### config.mk
export PLATFORM = sky130hd
export DESIGN_NAME = event_encoder
export DESIGN_NICKNAME = d
export VERILOG_FILES = /design/src/lib_arbiter_pkg.sv /design/src/event_encoder.sv
export SDC_FILE = /design/constraint.sdc
export NUM_CORES = 1
export LEC_CHECK = 0
export ABC_AREA = 1
export BUFFER_PORTS_ARGS = -buffer_cell sky130_fd_sc_hd__clkbuf_2
export CORE_AREA = 5 5 77 79
export DETAILED_ROUTE_END_ITERATION = 12
export DIE_AREA = 0 0 82 84
export GPL_ROUTABILITY_DRIVEN = 0
export PLACE_DENSITY = 0.65
export SLEW_MARGIN = 10
export SYNTH_ARGS = -nofsm -noshare
export SYNTH_HDL_FRONTEND = slang
export SYNTH_SLANG_ARGS = --single-unit
### constraint.sdc
create_clock -name clk_i -period 1.39 [get_ports clk_i]
set_clock_uncertainty 0.1 [all_clocks]
set_input_delay 0.278 -clock clk_i [delete_from_list [all_inputs] [get_ports clk_i]]
set_output_delay 0.278 -clock clk_i [all_outputs]
set_load 0.005 [all_outputs]
### src/lib_arbiter_pkg.sv
/*
 * Shared constants and enums for the 8x8 event-camera readout arbiter
 */
package lib_arbiter_pkg;

    localparam int lvl0_pixels     = 8;                      // Array side length
    localparam int polarity        = 2;                      // Bit 1 is ON, bit 0 is OFF
    localparam int lvl0_group_size = 4;                      // Group side length
    localparam int const0          = 2;                      // Groups per row or column
    localparam int num_groups0     = 4;                      // Total groups
    localparam int lvl0_add        = 2;                      // Address width inside a group
    localparam int full_add        = 3;                      // Full x or y width
    localparam int grp_add         = 2;                      // Group index width

    // Host register map
    typedef enum logic [0:0]
    {
        CFG_POL_EN = 1'b0,                                   // Polarity enable mask
        CFG_GRP_EN = 1'b1                                    // Group enable mask
    } cfg_reg_e;

    typedef enum logic [0:0]
    {
        L1_IDLE  = 1'b0,                                     // No group granted
        L1_SERVE = 1'b1                                      // One group owns the grant
    } l1_state_e;

endpackage

### src/event_encoder.sv
/*
 * Address-event encoder
 * Registers x, y and polarity of the granted pixel as a one-cycle event
 */
module event_encoder
(
    input  logic clk_i,
    input  logic rst_i,
    input  logic [lib_arbiter_pkg::lvl0_pixels-1:0][lib_arbiter_pkg::lvl0_pixels-1:0] gnt_i,
    input  logic [lib_arbiter_pkg::lvl0_pixels-1:0][lib_arbiter_pkg::lvl0_pixels-1:0]
                 [lib_arbiter_pkg::polarity-1:0] set_i,     // Masked pixel levels
    input  logic [lib_arbiter_pkg::grp_add-1:0] grp_sel_i,   // Group of the grant
    input  logic [lib_arbiter_pkg::lvl0_add-1:0] x_add_i,    // Local row
    input  logic [lib_arbiter_pkg::lvl0_add-1:0] y_add_i,    // Local column
    output logic event_valid_o,
    output logic [lib_arbiter_pkg::full_add-1:0] event_x_o,
    output logic [lib_arbiter_pkg::full_add-1:0] event_y_o,
    output logic event_pol_o                                 // 1 ON, 0 OFF
);
    logic [lib_arbiter_pkg::full_add-1:0] ev_x;              // Full row address
    logic [lib_arbiter_pkg::full_add-1:0] ev_y;              // Full column address

    always_comb
    begin
        int row;
        int col;
        row  = (int'(grp_sel_i) / lib_arbiter_pkg::const0) * lib_arbiter_pkg::lvl0_group_size
               + int'(x_add_i);
        col  = (int'(grp_sel_i) % lib_arbiter_pkg::const0) * lib_arbiter_pkg::lvl0_group_size
               + int'(y_add_i);
        ev_x = row[lib_arbiter_pkg::full_add-1:0];
        ev_y = col[lib_arbiter_pkg::full_add-1:0];
    end

    always_ff @(posedge clk_i)
    begin
        if (rst_i)
            event_valid_o <= 1'b0;
        else
            event_valid_o <= |gnt_i;                         // One event per grant
    end

    always_ff @(posedge clk_i)
    begin
        event_x_o   <= ev_x;
        event_y_o   <= ev_y;
        event_pol_o <= set_i[ev_x][ev_y][1];                 // ON wins when both set
    end

    // Rebuilt address must land on the granted pixel, which still requests
    a_addr_match: assert property (@(posedge clk_i) disable iff (rst_i)
        (|gnt_i) |-> (gnt_i[ev_x][ev_y] && (|set_i[ev_x][ev_y])));

endmodule

==> metrics.txt, run 1 <==
Hold Buf Count CTS=0; # rows=27; first-pass GRT wire length=6870 um; post-synth cell types=14; max_cap viols=0; post-route insts no fill=about 410; CTS tree=done; Period Utilization, post-route=0.850; cell area after synthesis=1030 um^2; Total Power=0.000937 W; die height=84 um; pwr dens=approximately 510 nW/um^2; Yosys reg bits=8; antenna-violating nets left=0; RSZ-0062 raised after global routing=no; Seq/Total Area, Yosys=0.155; total track usage=0.123; setup total negative slack=0 ns; Startpoint Class=input pin; status=finished clean; Area Growth Syn to Fin=76.3%; Antenna Cells=0; Synth Instances=between 150 and 200; Via Count=between 1500 and 2000; Core Box Area=5270 um^2; Worst EP arrival=between 1 and 1.5 ns; fin. max-slew vios=0; Synth area leaders=nand2_1 (29%), nand3_1 (26%), dfxtp_1 (15%); final hold vios=0; vias in the first global route=1677; class of the tightest hold or removal check=input pin to register; DRC Markers=0; Final setup viols=0; largest net degree at the start of global routing=33; met2 wire len=2210 um; number of vias per cell=4.25; # port buffers=143; LEAKAGE=between 1 and 1.5 nW; Clock Path Buffers=2; Num CTS Buffers=3; max_slew headroom=0.803; Multi-input gate area=752 um^2; die width=just over 80 um; CTS Root Cell=clkbuf_8; layout cells sized above 1=0.453; Top Ports=208; Clock Sinks=8; critical path fanouts, max=11; WL final=roughly 4500 um; fillcell total=between 600 and 700; commonest non-fill, non-tap cells in the layout=clkbuf_2 (143), nand2_1 (81), nand3_1 (54); Tightest Pin Transition=0.295 ns; Post-Place Cells=approximately 400; global route overflow=0; metal3 WL=370 um; CP Capture Type=register; die area=slightly below 7000 um^2; Wirelength per Cell=11.0 um; Setup Buffers After CTS=0; top layer used by detailed routing=met4; most common cell after layout, fill and taps aside=clkbuf_2; share of the synthesized area in the top cell type=0.294; IR drop worst, VDD=298 uV; Crit Path Class=input pin to register; fin nets=535; CTS clk-pin slew, worst paths=roughly 0.040 ns; initial antenna violation count=0; Initial Utilization=0.196; Post-Route M1 WL=about 1800 um; H-tree depth=1; FF/Latch Area=160 um^2; warnings from Yosys=0; CP required=1.41 ns; Post-CTS Resized=0; Peak Freq=~850 MHz; drt first pass iters=4; final worst path period need=approximately 1.2 ns; Syn Nets=a little under 400; Avg Synthesized Cell Area=5.31 um^2; cell taking the most area after synthesis=nand2_1; 1st-iter DRT viols=65; post-DP HPWL=3960 um
cell usage after synthesis, drive strengths merged:
library cell  count
nor2             18
inv               6
a21oi             1
nand2            81
nand3            54
buf              11
dfxtp             8
nor4              8
nand3b            4
nand4             4
cell families (layout without fill, tap and decap cells):
family                 Yosys count  in the layout  synth area share
AO/OA/AOI/OAI                    1              1           0.00483
buffers and inverters           17            155             0.119
flip-flops                       8              8             0.155
AND/OR/NAND/NOR                169            169             0.722
flip-flops by register name, summed over array words and instances (netlist names):
register       cells
event_pol_o        1
event_valid_o      1
event_y_o          3
event_x_o          3
area by class of cell:
class	count	area share
flip-flops and latches	8	0.0878
repair buffers	146	0.412
multi-input cells	170	0.412
clock buffers	3	0.0226
well taps	72	0.0494
inverters	6	0.0165
critical path: stages:
cell	delay [ns]
clkbuf_2	0.21
buf_4	0.23
nand3_1	0.09
nand3_1	0.09
nand2_1	0.06
nand2_1	0.06
nand3_1	0.06
nand3_1	0.08
nand2_1	0.05
layer usage:
layer | vias up | global-route usage
met5 | - | 0
met4 | 0 | 0.0242
met3 | 4 | 0.0324
met2 | 72 | 0.215
met1 | 718 | 0.149
li1 | 929 | -
through the flow:
step / util / setup WS, ns / instance area [um^2] / hold slack, ns
2_1_floorplan: - / 0.155 / 1030 / 0.206
3_3_place_gp: 0.338 / -0.0418 / 1780 / 0.334
3_5_place_dp: 0.338 / -0.0482 / 1780 / 0.335
4_1_cts: 0.346 / 0.194 / 1820 / 0.0963
5_1_grt: 0.346 / 0.122 / 1820 / 0.0961
6_report: 0.346 / 0.209 / 1820 / 0.101
power by group:
group / total [W] / internal, W / switching (W)
Clock: 0.000272 / 0.000187 / 0.0000845
Combinational: 0.000416 / 0.000224 / 0.000192
Sequential: 0.000249 / 0.000246 / 0.00000370
Total: 0.000937 / 0.000657 / 0.000280
worst paths after layout:
kind | to | startpoint | slack (ns) | cells after the start
max | event_pol_o | x_add_i[1] | 0.21 | 9
min | event_y_o[2] | grp_sel_i[0] | 0.10 | 1
Power figures use the tool's default switching activity.
==> run 2: changes to the inputs <==
- clock period: 1.39 -> 1.2 ns (I/O delays scaled with it)
==> run 2 against run 1 <==
Combinational power grew 20%. Sequential cell count is the same. Power grew 18%. Final cell count grew 0.49%. Critical path type unchanged. Largest cell class is now buffers.
==> metrics.txt, run 2 (synthesis gave the netlist of run 1 again) <==
class of the tightest hold or removal check=input pin to register; DRC Markers=0; CP most frequent cell=nand3_1; Crit Path Class=input pin to register; commonest non-fill, non-tap cells in the layout=clkbuf_2 (142), nand2_1 (81), nand3_1 (54); part of the power in combinational logic=0.455; Post-DP Area=1790 um^2; largest net degree at the start of global routing=33; Reg power frac=0.261; worst hold slack=0.0627 ns; pwr dens=about 590 nW/um^2; max_cap viols=0; 1st-iter DRT viols=69; Via Count=~1800; CP Capture Type=register; Worst path slowest cell=clkbuf_2; Num CTS Buffers=3; CTS clk-pin slew, worst paths=approximately 0.040 ns; final hold vios=0; vias in the first global route=1713; design area=about 1900 um^2; fin nets=537; crit-path cells=clkbuf_2 > buf_6 > nand3_1 > nand3_1 > nand2_1 > nand2_1 > nand3_1 > nand3_1 > nand2_1; biggest regs=event_x_o x3, event_y_o x3; global route overflow=0; max_slew headroom=0.811; number of vias per cell=between 4 and 5; Clock Path Buffers=2; Tightest Pin Transition=0.283 ns; Clk pwr share=0.284; initial antenna violation count=0; Wirelength per Cell=roughly 11 um; Power Internal=0.000774 W; sw frac=0.299; Core Box Area=5270 um^2; critical path fanouts, max=11; total track usage=0.123; Peak Freq=890 MHz; CTS Root Cell=clkbuf_8; drt first pass iters=4; WL final=4590 um; Initial Utilization=0.196; CP required=1.21 ns; Hold Buf Count CTS=0; H-tree depth=1; fin. max-slew vios=0; Period Utilization, post-route=0.936; Top Ports=208; Clock Sinks=8; Max stage delay on crit path=0.23 ns; Antenna Cells=0; switching power=0.000329 W; setup total negative slack=0 ns; # port buffers=143; RSZ-0062 raised after global routing=no; Worst EP arrival=1.14 ns; Final setup viols=0; most common cell after layout, fill and taps aside=clkbuf_2; IR drop worst, VDD=between 400 and 500 uV; layout cells sized above 1=0.457; antenna-violating nets left=0; status=finished clean; post-DP HPWL=3980 um; final worst path period need=between 1 and 1.5 ns; die area=slightly below 7000 um^2; die height=84 um; # rows=27; CTS tree=done; Total Power=~0.0011 W; first-pass GRT wire length=6890 um; Startpoint Class=input pin; LEAKAGE=1.10 nW; die width=roughly 80 um; Area Growth Syn to Fin=80.5%
## run 2: worst paths after layout
kind	start	endpoint	slack [ns]	cells past startpoint
max	x_add_i[1]	event_pol_o	0.08	9
min	grp_sel_i[0]	event_y_o[2]	0.06	1
## run 2: power groups by stage
| stage | registers (W) | clock network, W | logic (W) |
|---|---|---|---|
| after detailed placement | 0.000293 | 0 | 0.000493 |
| after floorplan | 0.000296 | 0 | 0.000223 |
| after global routing | 0.000290 | 0.000345 | 0.000568 |
| final | 0.000288 | 0.000313 | 0.000501 |
| after global placement | 0.000293 | 0 | 0.000489 |
| after CTS | 0.000288 | 0.000335 | 0.000495 |
## run 2: per-stage QoR
step / setup slack (ns) / utilization / instances
6_report: 0.0765 / 0.354 / 407
5_1_grt: 0.00909 / 0.354 / 407
4_1_cts: 0.0436 / 0.348 / 406
3_5_place_dp: -0.200 / 0.340 / 403
3_3_place_gp: -0.195 / 0.340 / 403
2_1_floorplan: 0.00329 / - / 195
## run 2: cell type report
type | count | area [um^2]
clock buffers | 3 | 41.3
repair buffers | 148 | 790
flip-flops and latches | 8 | 160
inverters | 6 | 35.0
fillers | 620 | 3400
well taps | 72 | 90.1
multi-input cells | 170 | 752
## run 2: what timing repair did
item                                    in CTS  in global routing
endpoints found under the hold margin        0                  0
setup buffers                                0                  0
endpoints found under the setup margin       0                  1
resized for setup                            0                  6
## run 2: metal layers
metal	vias up	track usage	wire [um]
met3	6	0.0346	371
met5	-	0	0
met1	748	0.150	1940
met4	0	0.0272	56
met2	75	0.209	2220
li1	932	-	-
## run 2: worst max-delay path: cells and delay by family
| kind | cells | cell delay, ns |
|---|---|---|
| buffers and inverters | 2 | 0.42 |
| and+or+nand+nor | 7 | 0.48 |
