## config.mk

```make
export PLATFORM = sky130hd
export DESIGN_NAME = arbiter_cfg
export DESIGN_NICKNAME = d
export VERILOG_FILES = /design/src/lib_arbiter_pkg.sv /design/src/arbiter_cfg.sv
export SDC_FILE = /design/constraint.sdc
export NUM_CORES = 1
export LEC_CHECK = 0
export BUFFER_PORTS_ARGS = -buffer_cell sky130_fd_sc_hd__buf_2
export CAP_MARGIN = 20
export CORE_AREA = 2 2 39 41
export CTS_CLUSTER_DIAMETER = 30
export DETAILED_ROUTE_END_ITERATION = 6
export DIE_AREA = 0 0 41 43
export PLACE_DENSITY = 0.5
export SLEW_MARGIN = 20
export SYNTH_ARGS = -nofsm -noshare
export SYNTH_HDL_FRONTEND = slang
export SYNTH_SLANG_ARGS = --single-unit
```

## constraint.sdc

```tcl
create_clock -name clk_i -period 1.8 [get_ports clk_i]
set_clock_uncertainty 0.2 [all_clocks]
set_input_delay 0.09 -clock clk_i [delete_from_list [all_inputs] [get_ports clk_i]]
set_output_delay 0.09 -clock clk_i [all_outputs]
set_load 0.01 [all_outputs]
```

## src/lib_arbiter_pkg.sv

```systemverilog
/*
 * Shared constants and enums for the 8x8 event-camera readout arbiter
 */
package lib_arbiter_pkg;

    localparam int lvl0_pixels     = 8;                      // Array side length
    localparam int polarity        = 2;                      // Bit 1 is ON, bit 0 is OFF
    localparam int lvl0_group_size = 4;                      // Group side length
    localparam int const0          = 2;                      // Groups per row or column
    localparam int num_groups0     = 4;                      // Total groups
    localparam int lvl0_add        = 2;                      // Address width inside a group
    localparam int full_add        = 3;                      // Full x or y width
    localparam int grp_add         = 2;                      // Group index width

    // Host register map
    typedef enum logic [0:0]
    {
        CFG_POL_EN = 1'b0,                                   // Polarity enable mask
        CFG_GRP_EN = 1'b1                                    // Group enable mask
    } cfg_reg_e;

    typedef enum logic [0:0]
    {
        L1_IDLE  = 1'b0,                                     // No group granted
        L1_SERVE = 1'b1                                      // One group owns the grant
    } l1_state_e;

endpackage

```

## src/arbiter_cfg.sv

```systemverilog
/*
 * Host configuration registers
 * Polarity and group enable masks, both reset to all ones
 */
module arbiter_cfg
(
    input  logic clk_i,
    input  logic rst_i,
    input  logic cfg_we_i,                                   // One-cycle write strobe
    input  lib_arbiter_pkg::cfg_reg_e cfg_addr_i,            // Register select
    input  logic [3:0] cfg_wdata_i,
    output logic [lib_arbiter_pkg::polarity-1:0] pol_en_o,   // Bit 1 ON, bit 0 OFF
    output logic [lib_arbiter_pkg::num_groups0-1:0] grp_en_o
);
    always_ff @(posedge clk_i)
    begin
        if (rst_i)
        begin
            pol_en_o <= '1;                                  // Everything enabled
            grp_en_o <= '1;
        end
        else if (cfg_we_i)
        begin
            case (cfg_addr_i)
                lib_arbiter_pkg::CFG_POL_EN: pol_en_o <= cfg_wdata_i[1:0];
                lib_arbiter_pkg::CFG_GRP_EN: grp_en_o <= cfg_wdata_i;
                default:                     ;               // Unmapped, ignored
            endcase
        end
    end

    a_cfg_addr: assert property (@(posedge clk_i) disable iff (rst_i)
        cfg_we_i |-> (cfg_addr_i inside {lib_arbiter_pkg::CFG_POL_EN,
                                         lib_arbiter_pkg::CFG_GRP_EN}));

endmodule

```

==> results of run 1 <==
## state kept, by name, summed over array words and instances, names as in the netlist
register  cells
pol_en_o      2
grp_en_o      4
## where the power goes
part / total [uW] / internal, uW / leakage [uW] / switching, uW
clock network: 120 / 75.2 / 0.0000138 / 44.4
registers: 145 / 141 / 0.0000495 / 3.56
logic: 47.0 / 26.9 / 0.000120 / 20.0
## critical path, cell delays in order
cell	delay (ps)
dlygate4sd3_1	530
buf_2	120
and3_1	140
a211o_1	250
## what timing repair did
| item | CTS | global route |
|---|---|---|
| hold buffers | 5 | 0 |
| setup endpoints to repair | 0 | 0 |
| endpoints found under the hold margin | 6 | 0 |
## final cells by class
cell class	count	share of cell area [%]
clock buffers	3	5.825
multi-input cells	16	28.16
flip-flops and latches	6	31.07
well taps	16	5.178
repair buffers	18	29.77
## layer usage
layer  wire (um)  global-route usage, %  up-vias
met3          73                  2.094        2
met4           6                  6.000        0
met2         182                  9.375       14
met5           0                      0        -
met1         282                  9.355       95
li1            -                      -      118
## cells by family (layout without fill, tap and decap cells)
family,Yosys count,in the layout,share of synthesized area (%)
AO/OA/AOI/OAI,2,2,7.488
buffers and inverters,1,21,2.137
multiplexers,4,4,17.11
AND/OR/NAND/NOR,10,10,21.93
flip-flops,6,6,51.34
## through the flow
step	worst slack, ps	power (uW)	hold WS [ps]	utilization, %	cells
2_1_floorplan	920.5	168.0	61.24	-	23
3_3_place_gp	844.7	185.9	166.0	22.69	51
3_5_place_dp	835.7	186.3	171.0	22.69	51
4_1_cts	603.9	318.6	12.45	27.94	59
5_1_grt	557.9	330.9	38.56	27.94	59
6_report	598.7	311.2	11.97	27.94	59
## worst min-delay path by stage
| stage | from | end | slack [ps] | cells past startpoint |
|---|---|---|---|---|
| 5_1_grt | cfg_addr_i | grp_en_o[0] | 40 | 3 |
| 2_1_floorplan | cfg_wdata_i[0] | grp_en_o[0] | 60 | 2 |
| 3_3_place_gp | cfg_wdata_i[0] | grp_en_o[0] | 170 | 3 |
| 4_1_cts | cfg_we_i | grp_en_o[0] | 10 | 3 |
| 6_report | cfg_we_i | grp_en_o[0] | 10 | 3 |
| 3_5_place_dp | cfg_wdata_i[1] | pol_en_o[1] | 170 | 3 |
## synthesized netlist by cell type
cell / n
and3_1: 2
and2b_4: 1
nand2_2: 1
buf_2: 1
mux2i_1: 4
dfxtp_1: 6
nor2_1: 6
a211o_1: 2
==> reports/results.ini, run 1 <==
[run_status]
outcome=finished, final reports clean

[grt]
grt_usage_pct=7.236
grt_pass1_wl_um=848
overflow=0
grt_max_degree=9
antenna_found_initial=0
grt_pass1_vias=216

[timing]
rsz0062_at_grt=false
tightest_slew_ps=111.0
fin_crit_sh_pct=66.74
finalSetupTns_ps=0
setup_viol=0
layout_min_cycle_time_ps=1201
slew-limit-headroom_pct=92.39
drv_slew=0
max_freq_mhz=832.4
hold_violations=0

[worst_setup_path]
worstPathMaxFanout=1
crit_path_start=cfg_wdata_i[2]
required_ps=1730
worstReg2RegEnd=grp_en_o[3]
setup.worst_path.class=input port to register
arrival_ps=1130
cp-start-kind=input port
cp-end-kind=register
setup.worst_path.end=grp_en_o[2]
r2r_slack_ps=950
r2r-start=grp_en_o[3]
r2r_cells=1

[pwr]
p_per_area_nw_per_um2=805.0
peakVddDrop_mv=0.2940
leakagePower_uw=0.0001836

[placed_design]
gp_congestion=0.6131
dpl_cell_area_sq_um=314.1
detailed_place_hpwl_um=418
numPortBuffers=13

[cts]
cts_tree=yes
cts_root_buffer=clkbuf_4
clock_latency_ps=240
clk_pin_slew_ps=50
cts_resized=0
numCtsBuffers=3
post-cts-setup-buffer-count=0
cts_max_level=1
cts_buffer_depth=2
cts.sinks=6

[hold_path]
min_path_type=input port to register

[floorplanning]
rows=14
start_util_pct=16.91
die_w_um=41
io_pins=14
coreArea_sq_um=1384
die_h_um=43
die-area_sq_um=1763

[synth]
yosysWarnings=0
synth.distinct_cells=8
netlist.area_leader.share_pct=51.34
syn-num-nets=31
synth_area_leaders=dfxtp_1 51%, mux2i_1 17%, nor2_1 9.6%
synth_area_sq_um=234.0
synth_top_area_cell=dfxtp_1
syn_inst=23
ys_seq_area_share_pct=51.34
syn_avg_cell_area_sq_um=10.17
ys_ff_latch=6

[drt]
drtIter0Drc=0
route.detailed.drc=0
firstDrtPassIters=1
ant_nets=0
drt-vias-per-instance=3.881
vias=229
wl_per_cell_um=9.203
drt_wl_total_um=543

[finish]
nFillCells=145
drive_above_1_share_pct=41.86
regArea_sq_um=120.1
layout_commonest_cell=buf_2
mostFrequentLayoutCells=13 x buf_2, 6 x nor2_1, 6 x dfxtp_1
diodes=0
multi_input_area_sq_um=108.9
fin_nets=53
design_area_sq_um=386.6
area_growth_pct=65.24

[job]
cap_violations=0

Note: power is estimated with default switching activity, not from simulation.
==> run 2: changes to the inputs <==
- PLACE_DENSITY: 0.5 -> 0.52
- clock period: 1.8 -> 1.1 ns (I/O delays scaled with it)
==> run 2 against run 1 <==
  * The run now ends with hold timing left
  * Die area did not move
  * Utilization fell by 1.1 points
  * Largest cell class unchanged
  * Sequential cell count is the same
  * Wire length up 1.7%
==> reports/results.ini, run 2 (synthesis results as in run 1) <==
[grt]
grt_max_degree=9  ; unchanged
grt_pass1_vias=240  ; was 216
grt_usage_pct=9.155  ; was 7.236%
overflow=0  ; unchanged
grt_pass1_wl_um=1014  ; was 848 um
antenna_found_initial=0  ; unchanged

[placed_design]
numPortBuffers=13  ; unchanged
gp_congestion=0.5843  ; was 0.6131
dp.cells=51  ; unchanged

[floorplanning]
io_pins=14  ; unchanged
die-area_sq_um=1763  ; unchanged
rows=14  ; unchanged
coreArea_sq_um=1384  ; unchanged
die_w_um=41  ; unchanged
start_util_pct=16.91  ; unchanged
die_h_um=43  ; unchanged

[drt]
drtIter0Drc=2  ; was 0
firstDrtPassIters=2  ; was 1
ant_nets=0  ; unchanged
vias=224  ; was 229
wl_per_cell_um=9.684  ; was 9.203 um
drt_wl_total_um=552  ; was 543 um
route.detailed.drc=0  ; unchanged
drt-vias-per-instance=3.930  ; was 3.881

[run_status]
violations=hold timing
outcome=finished, violations left  ; was finished, final reports clean

[cts]
clk_pin_slew_ps=50  ; about the same
clock_latency_ps=240  ; about the same
cts_tree=yes  ; unchanged
ctsHoldBuffers=3  ; was 5
numCtsBuffers=3  ; unchanged
cts.sinks=6  ; unchanged
cts_root_buffer=clkbuf_4  ; unchanged
cts_buffer_depth=2  ; unchanged
post-cts-setup-buffer-count=0  ; unchanged
cts_max_level=1  ; unchanged

[worst_setup_path]
required_ps=1030  ; was 1730 ps
setup.worst_path.class=input port to register  ; unchanged
worstPathMaxFanout=8  ; was 1
arrival_ps=1000  ; was 1130 ps
cp-start-kind=input port  ; unchanged
cp-end-kind=register  ; unchanged

[finish]
fin_nets=51  ; was 53
fin_cells=57  ; was 59
reg_top3=grp_en_o x4, pol_en_o x2  ; unchanged
largest-register=grp_en_o  ; unchanged
area_growth_pct=58.82  ; was 65.24%
drive_above_1_share_pct=48.78  ; was 41.86%
largest_reg_flops=4  ; unchanged
diodes=0  ; unchanged
mostFrequentLayoutCells=13 x buf_2, 6 x dfxtp_1, 4 x nor2_1, 4 x mux2i_1  ; was 13 x buf_2, 6 x nor2_1, 6 x dfxtp_1
layout_commonest_cell=buf_2  ; unchanged

[timing]
hold_violations=4  ; was 0
hold_ws_ps=-71.26  ; was 11.97 ps
rsz0062_at_grt=false  ; unchanged
tightest_slew_ps=177.4  ; was 111.0 ps
drv_slew=0  ; unchanged
slew-limit-headroom_pct=88.17  ; was 92.39%
setup_viol=0  ; unchanged
layout_min_cycle_time_ps=1061
finalSetupTns_ps=0  ; unchanged
max_freq_mhz=942.4
fin_crit_sh_pct=96.46

[hold_path]
min_path_type=input port to register  ; unchanged

[job]
cap_violations=0  ; unchanged

[pwr]
p_per_area_nw_per_um2=1393  ; was 805.0 nW/um^2
leakagePower_uw=0.0001751  ; was 0.0001836 uW
peakVddDrop_mv=0.4011  ; was 0.2940 mV

run 2: changes by cell type in the layout (fill, tap and decap cells not counted), sizes merged:
cell         before  now
dlygate4sd3       5    3
run 2: layout make-up:
| type | instances | area [sq um] |
|---|---|---|
| fillers | 147 | 1012 |
| flip-flops and latches | 6 | 120.1 |
| repair buffers | 16 | 95.09 |
| well taps | 16 | 20.02 |
| multi-input cells | 16 | 113.9 |
| clock buffers | 3 | 22.52 |
run 2: through the flow:
step                power [uW]  setup slack [ps]  area, sq um  util, %
finish                   517.7             38.91        371.6    26.85
global route             559.5             10.48        371.6    26.85
CTS                      535.6             31.82        366.6    26.49
detailed placement       304.7             171.8        314.1    22.69
global placement         303.7             179.0        314.1    22.69
floorplan                274.9             220.5        234.0        -
run 2: path summary, 6_finish.rpt:
path / end / slack [ps] / start / cells after the start
worst max register to register: grp_en_o[2] / 250 / grp_en_o[2] / 1
worst min-delay path: grp_en_o[3] / -70 / cfg_wdata_i[3] / 3
worst max-delay path: grp_en_o[2] / 40 / rst_i / 3
worst min register to register: grp_en_o[2] / 260 / grp_en_o[2] / 1
run 2: power breakdown:
part	internal, uW	leakage, uW	switching (uW)	total (uW)
Combinational	40.2	0.000112	33.5	73.7
Sequential	231	0.0000495	4.95	236
Clock	124	0.0000138	84.6	208
Total	395	0.000175	123	518
run 2: worst max-delay path: stages:
cell,delay (ps)
dlygate4sd3_1,530
buf_2,180
a211o_1,230
run 2: routing by layer:
layer | track usage (%) | vias up | wire (um)
met5 | 0 | - | 0
met4 | 6.000 | 0 | 6
met3 | 6.806 | 2 | 65
met2 | 12.81 | 11 | 233
met1 | 9.061 | 96 | 247
li1 | - | 115 | -
run 2: what timing repair did:
item	CTS	global route
endpoints found under the hold margin	6	4
setup endpoints to repair	0	4
gates resized for setup	0	2
